<file path="config.mk">
export PLATFORM = sky130hd
export DESIGN_NAME = parallel_output
export DESIGN_NICKNAME = d
export VERILOG_FILES = /design/src/common/soc_pkg.sv /design/src/parallel_port/parallel_output.sv
export SDC_FILE = /design/constraint.sdc
export NUM_CORES = 1
export LEC_CHECK = 0
export ABC_CLOCK_PERIOD_IN_PS = 1200
export BUFFER_PORTS_ARGS = -buffer_cell sky130_fd_sc_hd__buf_2
export CAP_MARGIN = 20
export CORE_MARGIN = 2
export CORE_UTILIZATION = 37
export CTS_BUF_LIST = sky130_fd_sc_hd__clkbuf_16
export DETAILED_ROUTE_END_ITERATION = 12
export GPL_TIMING_DRIVEN = 0
export PLACE_DENSITY = 0.79
export SYNTH_ARGS = -nofsm -noshare
export SYNTH_HDL_FRONTEND = slang
export SYNTH_SLANG_ARGS = --single-unit
export TNS_END_PERCENT = 20
</file>
<file path="constraint.sdc">
create_clock -name core_clk -period 1.2 [get_ports core_clk]
set_clock_uncertainty 0.15 [all_clocks]
set_input_delay 0.12 -clock core_clk [delete_from_list [all_inputs] [get_ports core_clk]]
set_output_delay 0.12 -clock core_clk [all_outputs]
set_load 0.01 [all_outputs]
</file>
<file path="src/common/soc_pkg.sv">
package soc_pkg;

    // host bus widths
    typedef logic [31:0] bus_addr_t;
    typedef logic [31:0] bus_data_t;

    // one bit per byte lane
    typedef logic [3:0] bus_mask_t;

    // single-word request from the host
    // ren/wen are one-cycle strobes
    typedef struct packed {
        bus_addr_t addr;
        bus_data_t wdata;
        bus_mask_t wmask;
        logic      wen;
        logic      ren;
    } bus_req_t;

    // answer to a request, rdata only valid while done is high
    typedef struct packed {
        bus_data_t rdata;
        logic      done;
    } bus_rsp_t;

    // HUB75 panel pins
    // two color triplets for the upper and lower half of the panel
    typedef struct packed {
        logic r0;
        logic g0;
        logic b0;
        logic r1;
        logic g1;
        logic b1;
        // row select
        logic row_a;
        logic row_b;
        logic row_c;
        logic row_d;
        logic row_e;
        // shift clock, latch strobe, output enable
        logic clk;
        logic stb;
        logic oe;
    } hub75_pins_t;

    // byte address of the parallel output word
    localparam bus_addr_t PP_BASE = 32'h0010_0000;

endpackage

</file>
<file path="src/parallel_port/parallel_output.sv">
`timescale 1ns/1ns

module parallel_output (
    input  logic               core_clk,
    input  logic               arst_n,
    input  soc_pkg::bus_req_t  req,
    output soc_pkg::bus_rsp_t  rsp,
    output logic               active,
    output soc_pkg::bus_data_t io
);

    localparam int LANES = $bits(soc_pkg::bus_mask_t);

    soc_pkg::bus_data_t io_q;
    logic               done_q;

    // single word at PP_BASE, byte offset ignored
    assign active = {req.addr[31:2], 2'b00} == soc_pkg::PP_BASE;

    // output register, byte lanes under wmask
    always_ff @(posedge core_clk or negedge arst_n) begin
        if (!arst_n) begin
            io_q <= '0;
        end else if (req.wen) begin
            for (int lane = 0; lane < LANES; lane++) begin
                if (req.wmask[lane]) begin
                    io_q[lane*8 +: 8] <= req.wdata[lane*8 +: 8];
                end
            end
        end
    end

    // done one cycle after either strobe
    always_ff @(posedge core_clk or negedge arst_n) begin
        if (!arst_n) begin
            done_q <= 1'b0;
        end else begin
            done_q <= req.ren | req.wen;
        end
    end

    // readback of the live register
    // a write in the previous cycle is already visible here
    assign rsp = '{rdata: io_q, done: done_q};

    assign io = io_q;

endmodule

</file>
Word level (Yosys, flattened, before mapping)
Index checks and enable logic that the tools add are counted.
{"block": "word_totals", "regBits": 33, "input_bits": 72, "output_inout_bits": 66, "word_cells": 11}
{"block": "classes", "n_eq_ne": 1, "n_bitwise": 1, "n_reduce_logical": 4}
{"op": "$eq A30 B19 Y1 const B", "count": 1}
{"op": "$reduce_and A2 Y1", "count": 4}
{"op": "$or A1 B1 Y1", "count": 1}

Logic depth before layout (Yosys ltp)
{"block": "depth", "ltp_word": 1, "ltp_mapped": 3, "depth_no_buf": 3}

Least setup slack after synthesis
OpenSTA, ideal clock, no wires.
{"block": "synth_path", "path_kind": "input port to flip-flop", "startpoint": "in req[1] (netlist bit)", "endpoint": "reg io_q[16] (netlist: io[16])", "setup_ns": 0.125, "t_arrival_ns": 0.704, "t_required_ns": 0.925, "path_slack_ns": 0.222, "cell_stages": 3, "path_buffers": 1, "path_cell_list": "buf_6 -> nand2_2 -> mux2_2"}
{"block": "synth_between", "elab_chain_cells": 1}
{"element": "from (decl)", "line": "parallel_output.sv:6", "source": "input soc_pkg::bus_req_t req,"}
{"element": "$reduce_and A2 Y1 (no line)"}
{"element": "to (signal, indexed assignment)", "line": "parallel_output.sv:27", "source": "io_q[lane*8 +: 8] <= req.wdata[lane*8 +: 8];"}
{"element": "to (decl)", "line": "parallel_output.sv:14", "source": "soc_pkg::bus_data_t io_q;"}
Every way passes these cells.
A chain may end at the register's enable or synchronous reset.

Worst setup path in the final report
{"block": "layout_path", "startpoint": "reg io_q[17] (netlist: io[17])", "endpoint": "out rsp[18] (netlist bit)"}
{"element": "to (decl)", "line": "parallel_output.sv:7", "source": "output soc_pkg::bus_rsp_t rsp,"}
No word-level cell between the ends.

==> summary.txt <==
Floorplan
  – Die Wd: 68.7 microns
  – Initial Util: 38.5%
  – Core ar.: 4030 sq um
  – Number of placement rows: 23
  – Die H: 68.7 microns
  – Die area: 4720 sq um
  – # IOs: 138

Timing
  – Worst setup margin: -0.00275 ns
  – Endpoints failing setup: 1
  – Fin. Hold Viols: 0
  – Max_slew headroom: 70.4%
  – Minimum clock period after layout: 1.20 ns
  – Max Freq: 831 MHz
  – Measured slew at the worst slew-check pin: 0.445 ns
  – WHS: 0.190 ns
  – Slew Viols, Final: 0
  – RSZ-0062 raised after global routing: true
  – Ratio of final minimum period to clock period: 100%

Status
  – Outcome: finished with violations
  – Failing checks: negative setup slack

Setup path
  – End of the worst register-to-register path: io[23]$_DFFE_PN0P_
  – Slowest cell on crit path: dfrtp_1
  – Critical Path Max Stage Delay: 0.39 ns
  – Worst endpoint required time: 0.93 ns
  – Crit-path max FO: 3
  – FF-to-FF Start: io[23]$_DFFE_PN0P_
  – Crit-path cells: buf_4 > buf_2
  – Critical path endpoint category: output port
  – WS Path Type: flop to output port
  – Crit start category: flop
  – Reg2Reg Depth: 2
  – Setup slack, reg-to-reg: 0.19 ns
  – Critical path arrival: 0.93 ns

Pwr
  – Worst VDD drop: 0.000996 V
  – Pleak: 0.00149 uW
  – Comb pwr share: 31.9%
  – Pwr Density: 1300 nW/um^2
  – Internal Power: 2750 uW
  – Switch share: 26.8%
  – Total chip power: 3760 uW
  – Clock Power Share: 31.1%
  – Psw: 1010 uW
  – Seq pwr share: 37.0%

Global routing
  – Remaining global-route overflow: 0
  – GRT Overall Usage: 17.4%
  – First-pass GRT wire length: 5.97 mm
  – Vias in the first global route: 1,382
  – Largest net degree at the start of global routing: 34
  – Antenna violations before repair: 0

Layout
  – Final core occ: 71.6%
  – N_diodes: 0
  – Fin area: 2890 sq um
  – # fillers: 284
  – Final nets: 364
  – Multi-input logic area: 529 sq um
  – Synth-to-layout area growth: 86.2%
  – Register Area: 826 sq um
  – Ratio of cells with drive above 1 in the final layout: 74.7%

Placement
  – Detail Placement HPWL: 2.98 mm
  – Total placed instance area: 2280 sq um
  – GPL Wtd Cong: 0.772
  – PortBufs: 134

Job
  – Max cap viols: 0

Synth
  – Yosys Warn Count: 0
  – Main combinational cell family by area after synthesis: multiplexers
  – Compound-gate portion of the synthesized area: 0%
  – Asr flop ratio synth: 100%
  – Post-synth EDFFs: 0
  – Mapped Area: 1550 sq um
  – Syn avg cell area: 13.5 sq um
  – Leading area contributor after synthesis: dfrtp_1
  – Post-synth cell types: 11
  – Post-synth top cells: 33 x buf_4, 33 x dfrtp_1, 30 x mux2_2
  – Post-Synth XOR/XNOR Area: 0%
  – Largest cells by area after synthesis: dfrtp_1 53%, mux2_2 22%, buf_4 16%, nor4_1 2.4%, mux2_4 1.9%
  – Syn_nets: 187
  – Top-area cell type share of the netlist area: 53.3%
  – Yosys reg bits: 33
  – Synth Area in Adders: 0%
  – Post-Synth Simple-Gate Area: 6.30%
  – Prevailing post-synth register cell: dfrtp_1
  – Sequential area share after synthesis: 53.3%
  – Mux contribution to synthesized area: 23.7%
  – Syn Inst Count: 115

Hold path
  – Worst hold stages: 3
  – HP Class: primary input to flop
  – Min-Delay Endpoint: io[11]$_DFFE_PN0P_
  – Worst Min Path Start: req[1]

Clock network
  – CTS Buf Count: 5
  – Clk sinks: 33
  – Clk slew on worst S/H paths: 0.05 ns
  – Root buffer cell: clkbuf_16
  – CTS tree: yes
  – H-tree Lvls: 2
  – CTS Buffer Depth: 2
  – Clk_lat worst skew: 0.27 ns

Drt
  – First-pass iteration count of the detailed router: 3
  – Total Wirelength: 4.59 mm
  – Total number of vias: 1,497
  – Post-DRT Antenna Nets: 0
  – Vias per Instance: 4.36
  – DR WL/cell: 13.4 microns
  – Drt first-iter violations: 40
  – Post-route DRC: 0
[layout by cell type (no fill, tap or decap), drive strengths merged]
cell,n
dlygate4sd3,35
nand4,2
nor4b,1
nor4,6
nand2,4
inv,1
nor2,2
mux2,32
buf,168
or2,1
clkbuf,6
dfrtp,33
clkinv,2
[metrics by stage]
stage	std cells	TNS [ns]	worst slack [ns]
after global routing	343	-0.686	-0.106
after floorplan	115	0	0.222
after global placement	299	0	0.00208
final	343	-0.00275	-0.00275
after detailed placement	299	-0.00865	-0.00865
after CTS	343	-0.0229	-0.00975
[how the worst max path moves through the flow]
stage,startpoint,to,slack [ns],cells past startpoint
5_1_grt,req[48],active,-0.11,5
4_1_cts,io[13]$_DFFE_PN0P_,rsp[14],-0.01,2
3_5_place_dp,req[59],active,-0.009,5
6_report,io[17]$_DFFE_PN0P_,rsp[18],-0.003,2
3_3_place_gp,req[59],active,0.002,5
2_1_floorplan,req[1],io[16]$_DFFE_PN0P_,0.22,3
[cells by family after synthesis]
logic type             Yosys count
flip-flops                      33
buffers and inverters           34
multiplexers                    32
AND/OR/NAND/NOR                 16
[repair_timing]
action                                 4_1_cts  5_1_grt
setup endpoints to repair                    6       65
resized for setup                            2       15
buffers inserted                             1        0
hold buffers                                35        0
pin swaps                                    0        6
endpoints found under the hold margin       66        0
[sequential cells by signal, summed over array words and instances (netlist names)]
signal and flops:
done_q 1, io 32
[per-layer routing]
| metal | vias to the layer above | global-route usage [%] | wire length (microns) |
|---|---|---|---|
| met3 | 12 | 6.01 | 281 |
| met5 | - | 0 | 0 |
| met2 | 61 | 32.3 | 2620 |
| met1 | 704 | 17.4 | 1540 |
| met4 | 0 | 7.35 | 150 |
| li1 | 720 | - | - |
[worst max-delay path: cells and delay by family, from the launching register on]
family / cells / cell delay, ns
DFF: 1 / 0.39
buffers and inverters: 2 / 0.27
[power by group through the flow]
stage / logic, uW / clock network, uW / registers (uW)
after CTS: 1170 / 1210 / 1390
after floorplan: 506 / 0 / 1480
final: 1200 / 1170 / 1390
after global placement: 1040 / 0 / 1400
after detailed placement: 1060 / 0 / 1410
after global routing: 1310 / 1250 / 1410
[area by class of cell]
| cell class | instances | area share, % |
|---|---|---|
| repair buffers | 170 | 37.1 |
| flip-flops and latches | 33 | 28.6 |
| multi-input cells | 48 | 18.3 |
| plain buffers | 34 | 8.97 |
| clock buffers | 5 | 4.33 |
| well taps | 50 | 2.17 |
| clock inverters | 3 | 0.477 |
(Power assumes the default switching activity.)
