==> config.mk <==
export PLATFORM = sky130hd
export DESIGN_NAME = bus_hub
export DESIGN_NICKNAME = d
export VERILOG_FILES = /design/src/common/soc_pkg.sv /design/src/hdl/bus_hub.sv
export SDC_FILE = /design/constraint.sdc
export NUM_CORES = 1
export LEC_CHECK = 0
export CORE_AREA = 2 2 122 124
export CTS_BUF_LIST = sky130_fd_sc_hd__clkbuf_8
export DETAILED_ROUTE_END_ITERATION = 10
export DIE_AREA = 0 0 124 126
export DONT_BUFFER_PORTS = 1
export GPL_ROUTABILITY_DRIVEN = 1
export GPL_TIMING_DRIVEN = 0
export SLEW_MARGIN = 20
export SYNTH_ARGS = -nofsm -noshare
export SYNTH_HDL_FRONTEND = slang
export SYNTH_SLANG_ARGS = --single-unit
export TNS_END_PERCENT = 30
==> constraint.sdc <==
create_clock -name core_clk -period 3.4 [get_ports core_clk]
set_clock_uncertainty 0.15 [all_clocks]
set_input_delay 0 -clock core_clk [delete_from_list [all_inputs] [get_ports core_clk]]
set_output_delay 0 -clock core_clk [all_outputs]
set_load 0.02 [all_outputs]
==> src/common/soc_pkg.sv <==
package soc_pkg;

    // host bus widths
    typedef logic [31:0] bus_addr_t;
    typedef logic [31:0] bus_data_t;

    // one bit per byte lane
    typedef logic [3:0] bus_mask_t;

    // single-word request from the host
    // ren/wen are one-cycle strobes
    typedef struct packed {
        bus_addr_t addr;
        bus_data_t wdata;
        bus_mask_t wmask;
        logic      wen;
        logic      ren;
    } bus_req_t;

    // answer to a request, rdata only valid while done is high
    typedef struct packed {
        bus_data_t rdata;
        logic      done;
    } bus_rsp_t;

    // HUB75 panel pins
    // two color triplets for the upper and lower half of the panel
    typedef struct packed {
        logic r0;
        logic g0;
        logic b0;
        logic r1;
        logic g1;
        logic b1;
        // row select
        logic row_a;
        logic row_b;
        logic row_c;
        logic row_d;
        logic row_e;
        // shift clock, latch strobe, output enable
        logic clk;
        logic stb;
        logic oe;
    } hub75_pins_t;

    // byte address of the parallel output word
    localparam bus_addr_t PP_BASE = 32'h0010_0000;

endpackage

==> src/hdl/bus_hub.sv <==
`timescale 1ns/1ns

module bus_hub (
    input  logic              core_clk,
    input  logic              arst_n,

    // host side
    input  soc_pkg::bus_req_t host_req,
    output soc_pkg::bus_rsp_t host_rsp,

    // data memory
    output soc_pkg::bus_req_t mem_req,
    input  soc_pkg::bus_rsp_t mem_rsp,
    input  logic              mem_active,

    // parallel output port
    output soc_pkg::bus_req_t pp_req,
    input  soc_pkg::bus_rsp_t pp_rsp,
    input  logic              pp_active
);

    // which device answers in the next cycle
    typedef enum logic [1:0] {
        sel_none,
        sel_mem,
        sel_pp
    } sel_e;

    sel_e sel_d;
    sel_e sel_q;
    logic strobe;
    logic strobe_q;
    logic mem_hit;
    logic pp_hit;

    assign strobe = host_req.ren | host_req.wen;

    // memory wins if both devices claim the address
    assign mem_hit = mem_active;
    assign pp_hit  = pp_active & ~mem_active;

    // request fans out to both devices, strobes only to the one that claims it
    always_comb begin
        mem_req     = host_req;
        mem_req.ren = host_req.ren & mem_hit;
        mem_req.wen = host_req.wen & mem_hit;

        pp_req      = host_req;
        pp_req.ren  = host_req.ren & pp_hit;
        pp_req.wen  = host_req.wen & pp_hit;
    end

    // target of the current request
    always_comb begin
        if (mem_hit) begin
            sel_d = sel_mem;
        end else if (pp_hit) begin
            sel_d = sel_pp;
        end else begin
            sel_d = sel_none;
        end
    end

    // selector falls back to none between requests
    always_ff @(posedge core_clk or negedge arst_n) begin
        if (!arst_n) begin
            sel_q    <= sel_none;
            strobe_q <= 1'b0;
        end else begin
            sel_q    <= strobe ? sel_d : sel_none;
            strobe_q <= strobe;
        end
    end

    // response mux, one cycle after the strobe
    always_comb begin
        case (sel_q)
            sel_mem: begin
                host_rsp = mem_rsp;
            end
            sel_pp: begin
                host_rsp = pp_rsp;
            end
            default: begin
                // unmapped address, answer with zero data
                host_rsp = '{rdata: '0, done: strobe_q};
            end
        endcase
    end

endmodule

-- Yosys cells after proc, flatten, opt, wreduce, memory -nomap -nowiden
Index checks and enable logic that the tools add are counted.
- input bits: 140
- output and inout bits: 173
- bits in registers: 3
- bitwise operators: 7
- mux-type cells: 4
- equal/unequal tests: 2
- operators with widths (operator ; count):
    one-hot mux 33 bit (2 select lines) ; 1
    2-to-1 mux 2 bit ; 3
    AND 1 bit ; 5
    equality test 2 x 1 -> 1 bit, second input constant ; 1
    equality test 2 bit, second input constant ; 1
    NOT 1 bit ; 1
    bitwise OR 1 bit ; 1

-- Longest topological paths before layout
Gate-level depths: netlist (run 1).
- word-level depth: 5
- mapped depth: 6
- gate-level depth less buffers: 4

-- Worst setup path before layout (run 1)
Ideal clock, no wire load.
- kind: flip-flop to output port
- start: reg sel_q[0]
- end: out host_rsp[0] (netlist name)
- data arrival time: 1272 ps
- slack: 1978 ps
- cell stages (with the launch flop): 5
- path through: dfrtp_1 > inv_1 > ha_1 > clkbuf_2 > o21ai_0
- RTL lines (element ; RTL line ; text):
    start, declared ; bus_hub.sv:30 ; sel_e sel_q;
    start signal, assigned ; bus_hub.sv:67 ; sel_q <= sel_none;
    start signal, assigned ; bus_hub.sv:70 ; sel_q <= strobe ? sel_d : sel_none;
    end, declared ; bus_hub.sv:9 ; output soc_pkg::bus_rsp_t host_rsp,

==> flow_summary_export.csv, run 1 <==
group,metric,value,unit
timing,worst-slew-pin-transition,0.669,ns
die,die_h,126,um
placement,pre_cts_slack,1.73,ns
global_routing,grt_max_degree,11,
global_routing,grt_antenna_before_repair,0,
synthesis,synthArstFlopShare,1.00,
clocking,h_tree_level_count,1,
power,post-layout-total-power,601,uW
timing,fmax,0.531,GHz
cells_and_area,final_cell_area,0.00288,mm^2
die,fp.dieArea,0.0156,mm^2
route,drtPass1Iterations,3,
global_routing,vias_in_the_first_global_route,1661,
power,power_density_normalized_to_cell_area,209,mW/mm^2
synthesis,synth.top_cells.by_count,"sky130_fd_sc_hd__buf_4, sky130_fd_sc_hd__nor2_1, sky130_fd_sc_hd__a22oi_2, sky130_fd_sc_hd__buf_6",
die,io_pins,313,
cells_and_area,flow.area_growth_from_synthesis,55.5,%
hold_path,worstHoldPathType,"in2out",
synthesis,synth_edf_count,0,
worst_setup_path,critPathRequiredTime,3.25,ns
clocking,postCtsSetupRepairBufs,0,
die,initial_core_utilization,0.129,
worst_setup_path,setup.worst_path.start,"sel_q[0]",
status,run_status,"complete, no violations",
global_routing,grt_use_total,0.0644,
clocking,path_clk_slew,0.03,ns
clocking,cts_root_buf,"sky130_fd_sc_hd__clkbuf_8",
synthesis,synth.cell_area,0.00185,mm^2
synthesis,postSynthAreaPerCell,8.08,um^2
synthesis,synth.net_count,371,
route,via_per_inst,3.52,
synthesis,yosys_warnings,0,
global_routing,grt_pass1_wl,7820,um
cells_and_area,finish.net_count,451,
route,totalWireLength,6300,um
hold_path,hold_path_startpoint,"host_req[1]",
route,wire_per_inst,12.8,um
global_routing,global_route_overflow,0,
placement,placed_area,0.00208,mm^2
placement,hpwlAfterDp,5210,um
timing,final-max-slew-violation-count,0,
synthesis,synth.top_cell.area_share,0.552,
synthesis,ys_seq_area_frac,0.0406,
route,drt_first_iter_violations,25,
die,core_area,0.0143,mm^2
timing,timing_hold_violations_final,0,
cells_and_area,drive_gt1_frac,0.591,
timing,report.final.setup_viol,0,
timing,grt_setup_unrepaired,"false",
power,p_leak,0.00128,uW
power,largest_vdd_supply_drop,77.0,uV
timing,final.hold.worst_slack,0.0340,ns
route,route.antenna.remaining_nets,0,
placement,last_weighted_congestion_value_of_the_routability_driven_placer,0.731,
timing,fin_setup_tns,0,ns
worst_setup_path,cp_max_fo,10,
worst_setup_path,crit_path_end_kind,"output pin",
synthesis,dominantRegCellSynth,"sky130_fd_sc_hd__dfrtp_1",
clocking,tritoncts.num_buffers,3,
synthesis,synth_top_cells_by_area,"sky130_fd_sc_hd__buf_4, sky130_fd_sc_hd__a22oi_2, sky130_fd_sc_hd__nor2_1",
die,chipWidth,124,um
placement,placement.io_buffers,0,
timing,maxSlewHeadroom,0.550,
clocking,number_of_gates_resized_after_cts,0,
clocking,cts_hold_buffers,75,
worst_setup_path,worst_setup_path_start_kind,"register",
route,vias,1731,
synthesis,synthesis.instances,229,
flow_run,max_cap_violation_count,0,
timing,layout_min_cycle_time,1.88,ns
worst_setup_path,timing_worst_setup_path_type,"reg2out",
route,post-route-drc-count,0,
timing,worst_slack_setup_final,1.52,ns
worst_setup_path,wp_data_arrival,1.73,ns
timing,finalCritPeriodShare,0.554,
synthesis,post-synth-top-count-cell,"sky130_fd_sc_hd__buf_4",
synthesis,ys_seq_elements,3,
cells_and_area,antenna-diode-count,0,
synthesis,synth_largest_area_cell,"sky130_fd_sc_hd__buf_4",
clocking,cts_tree,"yes",
die,placementRows,44,
clocking,tritoncts_num_sinks,3,
synthesis,synthDistinctLibCells,18,
clocking,clk_path_buf_depth,2,
-- cell type report --
cell class	count	area (um^2)
fill	1565	11400
buffer	148	1160
timing repair buffer	75	751
multi-input combinational	76	606
tap	184	230
sequential	3	75.1
clock buffer	3	41.3
inverter	2	7.51
clock inverter	1	3.75
-- metrics by stage --
stage / std cells / utilization
2_1_floorplan: 229 / -
3_3_place_gp: 413 / 0.145
3_5_place_dp: 413 / 0.145
4_1_cts: 492 / 0.201
5_1_grt: 492 / 0.201
6_report: 492 / 0.201
-- cells by family (layout without fill, tap and decap cells) --
| group | after synthesis | count (layout) | synth area share |
|---|---|---|---|
| buf+inv | 150 | 229 | 0.632 |
| simple gates | 40 | 40 | 0.0961 |
| compound gates | 34 | 34 | 0.218 |
| flops | 3 | 3 | 0.0406 |
| fa+ha+maj | 2 | 2 | 0.0135 |
-- flip-flops by register name, summed over array words and instances (netlist names) --
register / count
strobe_q: 1
sel_q: 2
-- routing by layer --
layer / share of wire / global-route usage / vias to the layer above
met3: 0.11 / 0.00906 / 0
met2: 0.64 / 0.164 / 172
li1: - / - / 770
met5: 0 / 0 / -
met1: 0.24 / 0.0435 / 789
met4: 0 / 0.00595 / 0
-- worst max-delay path: stages, from the launching register on --
cell	delay, ns
sky130_fd_sc_hd__dfrtp_1	0.33
sky130_fd_sc_hd__inv_1	0.05
sky130_fd_sc_hd__ha_1	0.27
sky130_fd_sc_hd__clkbuf_2	0.18
sky130_fd_sc_hd__buf_2	0.21
sky130_fd_sc_hd__nor2_1	0.47
-- placed cells by master (no fill, tap or decap) --
master | netlist | final
sky130_fd_sc_hd__buf_4 | 136 | 136
sky130_fd_sc_hd__dlygate4sd3_1 | 0 | 75
sky130_fd_sc_hd__nor2_1 | 31 | 31
sky130_fd_sc_hd__a22oi_2 | 30 | 30
sky130_fd_sc_hd__buf_6 | 4 | 4
sky130_fd_sc_hd__inv_1 | 2 | 3
sky130_fd_sc_hd__buf_2 | 3 | 3
sky130_fd_sc_hd__a22oi_1 | 3 | 3
sky130_fd_sc_hd__buf_12 | 3 | 3
sky130_fd_sc_hd__and2_1 | 3 | 3
sky130_fd_sc_hd__and3b_1 | 3 | 3
sky130_fd_sc_hd__clkbuf_8 | 0 | 3
sky130_fd_sc_hd__dfrtp_1 | 3 | 3
sky130_fd_sc_hd__ha_1 | 2 | 2
sky130_fd_sc_hd__clkbuf_2 | 1 | 1
sky130_fd_sc_hd__buf_8 | 1 | 1
sky130_fd_sc_hd__nor2_2 | 1 | 1
sky130_fd_sc_hd__nand2_1 | 1 | 1
sky130_fd_sc_hd__o21ai_0 | 1 | 1
sky130_fd_sc_hd__or2_1 | 1 | 1
-- path summary, 6_finish.rpt --
kind                                end  slack (ns)  cells past startpoint
min                          mem_req[1]        0.03                      1
max in group asynchronous      sel_q[1]        2.52                      2
max                        host_rsp[15]        1.52                      5
min in group asynchronous      strobe_q        0.43                      2
-- where the power goes --
group          internal [uW]  leakage, uW  total (uW)  switching (uW)
Combinational            211      0.00121         465             254
Clock                   76.6    0.0000269        97.5            20.9
Sequential              37.9    0.0000357        38.8           0.842
Total                    326      0.00128         601             276
Note: power is estimated with default switching activity, not from simulation.
==> run 2: changes to the inputs <==
- clock period: 3.4 -> 1.85 ns (I/O delays scaled with it)
==> run 2 against run 1 <==
Effect of this change:
- first-iteration DRC count fell by 68%
- count of clock-buffer cells in the layout is the same
- cell count stayed put
- sequential power up 84%
- die area did not move
- worst hold slack stayed put
- clock power increased by 84%
- non-clock buffer count is the same
- sequential share of layout area hardly changed
- wire length is 0.25% higher
- highest routed layer unchanged
==> flow_summary_export.csv, run 2 (same netlist as run 1, synthesis figures left out) <==
group,metric,value,unit
worst_setup_path,timing_worst_setup_path_type,"reg2out",
timing,worst-slew-pin-transition,0.669,ns
global_routing,grt_max_degree,11,
cells_and_area,drive_gt1_frac,0.633,
die,initial_core_utilization,0.129,
clocking,tritoncts.num_buffers,3,
clocking,postCtsSetupRepairBufs,0,
global_routing,grt_antenna_before_repair,0,
worst_setup_path,critPathRequiredTime,1.70,ns
timing,finalCritPeriodShare,0.978,
cells_and_area,max_flop_register,"sel_q",
placement,last_weighted_congestion_value_of_the_routability_driven_placer,0.731,
global_routing,grt-busiest-layer,"met2",
die,core_area,0.0143,mm^2
die,die_h,126,um
clocking,cts_root_buf,"sky130_fd_sc_hd__clkbuf_8",
route,route.antenna.remaining_nets,0,
global_routing,groute.layer.met1.usage,0.0435,
route,drt_first_iter_violations,8,
global_routing,grtUsageMet3,0.00906,
worst_setup_path,worst_setup_path_start_kind,"register",
clocking,path_clk_slew,0.03,ns
global_routing,vias_in_the_first_global_route,1661,
power,power_density_normalized_to_cell_area,384,mW/mm^2
global_routing,grt_pass1_wl,7820,um
route,wire_per_inst,12.8,um
route,vias,1730,
power,largest_vdd_supply_drop,142,uV
placement,placement.io_buffers,0,
placement,place.detailed.instances,413,
die,chipWidth,124,um
die,placementRows,44,
route,totalWireLength,6320,um
clocking,cts_tree,"yes",
flow_run,max_cap_violation_count,0,
timing,report.final.setup_viol,0,
global_routing,global_route_overflow,0,
timing,layout_min_cycle_time,1.81,ns
status,run_status,"complete, no violations",
placement,placed_area,0.00208,mm^2
hold_path,worstHoldPathType,"in2out",
worst_setup_path,wp_data_arrival,1.66,ns
die,fp.dieArea,0.0156,mm^2
cells_and_area,flow.area_growth_from_synthesis,57.2,%
power,p_leak,0.00127,uW
cells_and_area,most-common-layout-cells,"sky130_fd_sc_hd__buf_4, sky130_fd_sc_hd__dlygate4sd3_1, sky130_fd_sc_hd__a22oi_2, sky130_fd_sc_hd__nor2_1, sky130_fd_sc_hd__nor2_2",
timing,fmax,0.553,GHz
worst_setup_path,cp_max_fo,10,
timing,final-max-slew-violation-count,0,
timing,fin_setup_tns,0,ns
cells_and_area,antenna-diode-count,0,
timing,maxSlewHeadroom,0.550,
cells_and_area,largest_reg_flops,2,
cells_and_area,finish.net_count,451,
timing,timing_hold_violations_final,0,
route,post-route-drc-count,0,
global_routing,global_route.usage.met2,0.164,
cells_and_area,final.fill_count,1558,
cells_and_area,final_cell_area,0.00291,mm^2
worst_setup_path,crit_path_end_kind,"output pin",
clocking,h_tree_level_count,1,
global_routing,grt_use_total,0.0645,
die,io_pins,313,
cells_and_area,final_common_cell,"sky130_fd_sc_hd__buf_4",
cells_and_area,fin_cells,492,
placement,hpwlAfterDp,5210,um
timing,grt_setup_unrepaired,"true",
clocking,clk_path_buf_depth,2,
route,via_per_inst,3.52,
route,drtPass1Iterations,3,
clocking,tritoncts_num_sinks,3,
cells_and_area,largest_registers,"sel_q (2), strobe_q (1)",
==> run 2: cell counts in the layout (fill, tap and decap cells not counted) <==
No cell type changed its count.
==> run 2: critical path, stage by stage (launching register included) <==
cell	delay [ns]
sky130_fd_sc_hd__dfrtp_1	0.33
sky130_fd_sc_hd__inv_1	0.05
sky130_fd_sc_hd__ha_1	0.27
sky130_fd_sc_hd__clkbuf_2	0.18
sky130_fd_sc_hd__buf_2	0.23
sky130_fd_sc_hd__nor2_1	0.39
==> run 2: final timing paths <==
path / from / end / depth (start not counted)
worst max-delay path: sel_q[0] / host_rsp[13] / 5
worst min-delay path: host_req[1] / mem_req[1] / 1
max in group asynchronous: arst_n / sel_q[1] / 2
min in group asynchronous: arst_n / strobe_q / 2
==> run 2: per-layer routing <==
layer / wire length, um / up-vias
met5: 0 / -
met4: 0 / 0
met3: 679 / 0
met2: 4090 / 172
met1: 1550 / 787
li1: - / 771
==> run 2: what timing repair did <==
action,4_1_cts,5_1_grt
hold buffers,75,0
resized for setup,3,10
endpoints found under the hold margin,142,0
endpoints found under the setup margin,3,16
==> run 2: power breakdown <==
part           switching (uW)  leakage [uW]  internal [uW]
Combinational             476       0.00121            391
Clock                    38.4     0.0000269            141
Sequential               1.55     0.0000357           69.7
Total                     516       0.00127            602
==> run 2: final cells by class <==
type                    instances  area (um^2)  area share
plain buffers                 148         1160       0.399
clock buffers                   3         41.3      0.0142
clock inverters                 1         3.75     0.00129
inverters                       2         7.51     0.00258
multi-input cells              76          638       0.219
flip-flops and latches          3         75.1      0.0258
well taps                     184          230      0.0792
repair buffers                 75          751       0.258
==> run 2: per-stage QoR <==
step | util | hold slack, ns | power, uW | setup WS (ns)
floorplan | - | -0.446 | 730 | 0.428
global placement | 0.145 | -0.446 | 784 | 0.194
detailed placement | 0.145 | -0.446 | 786 | 0.183
CTS | 0.201 | 0.0353 | 1120 | 0.0171
global route | 0.203 | 0.0359 | 1180 | -0.0663
finish | 0.203 | 0.0340 | 1120 | 0.0406
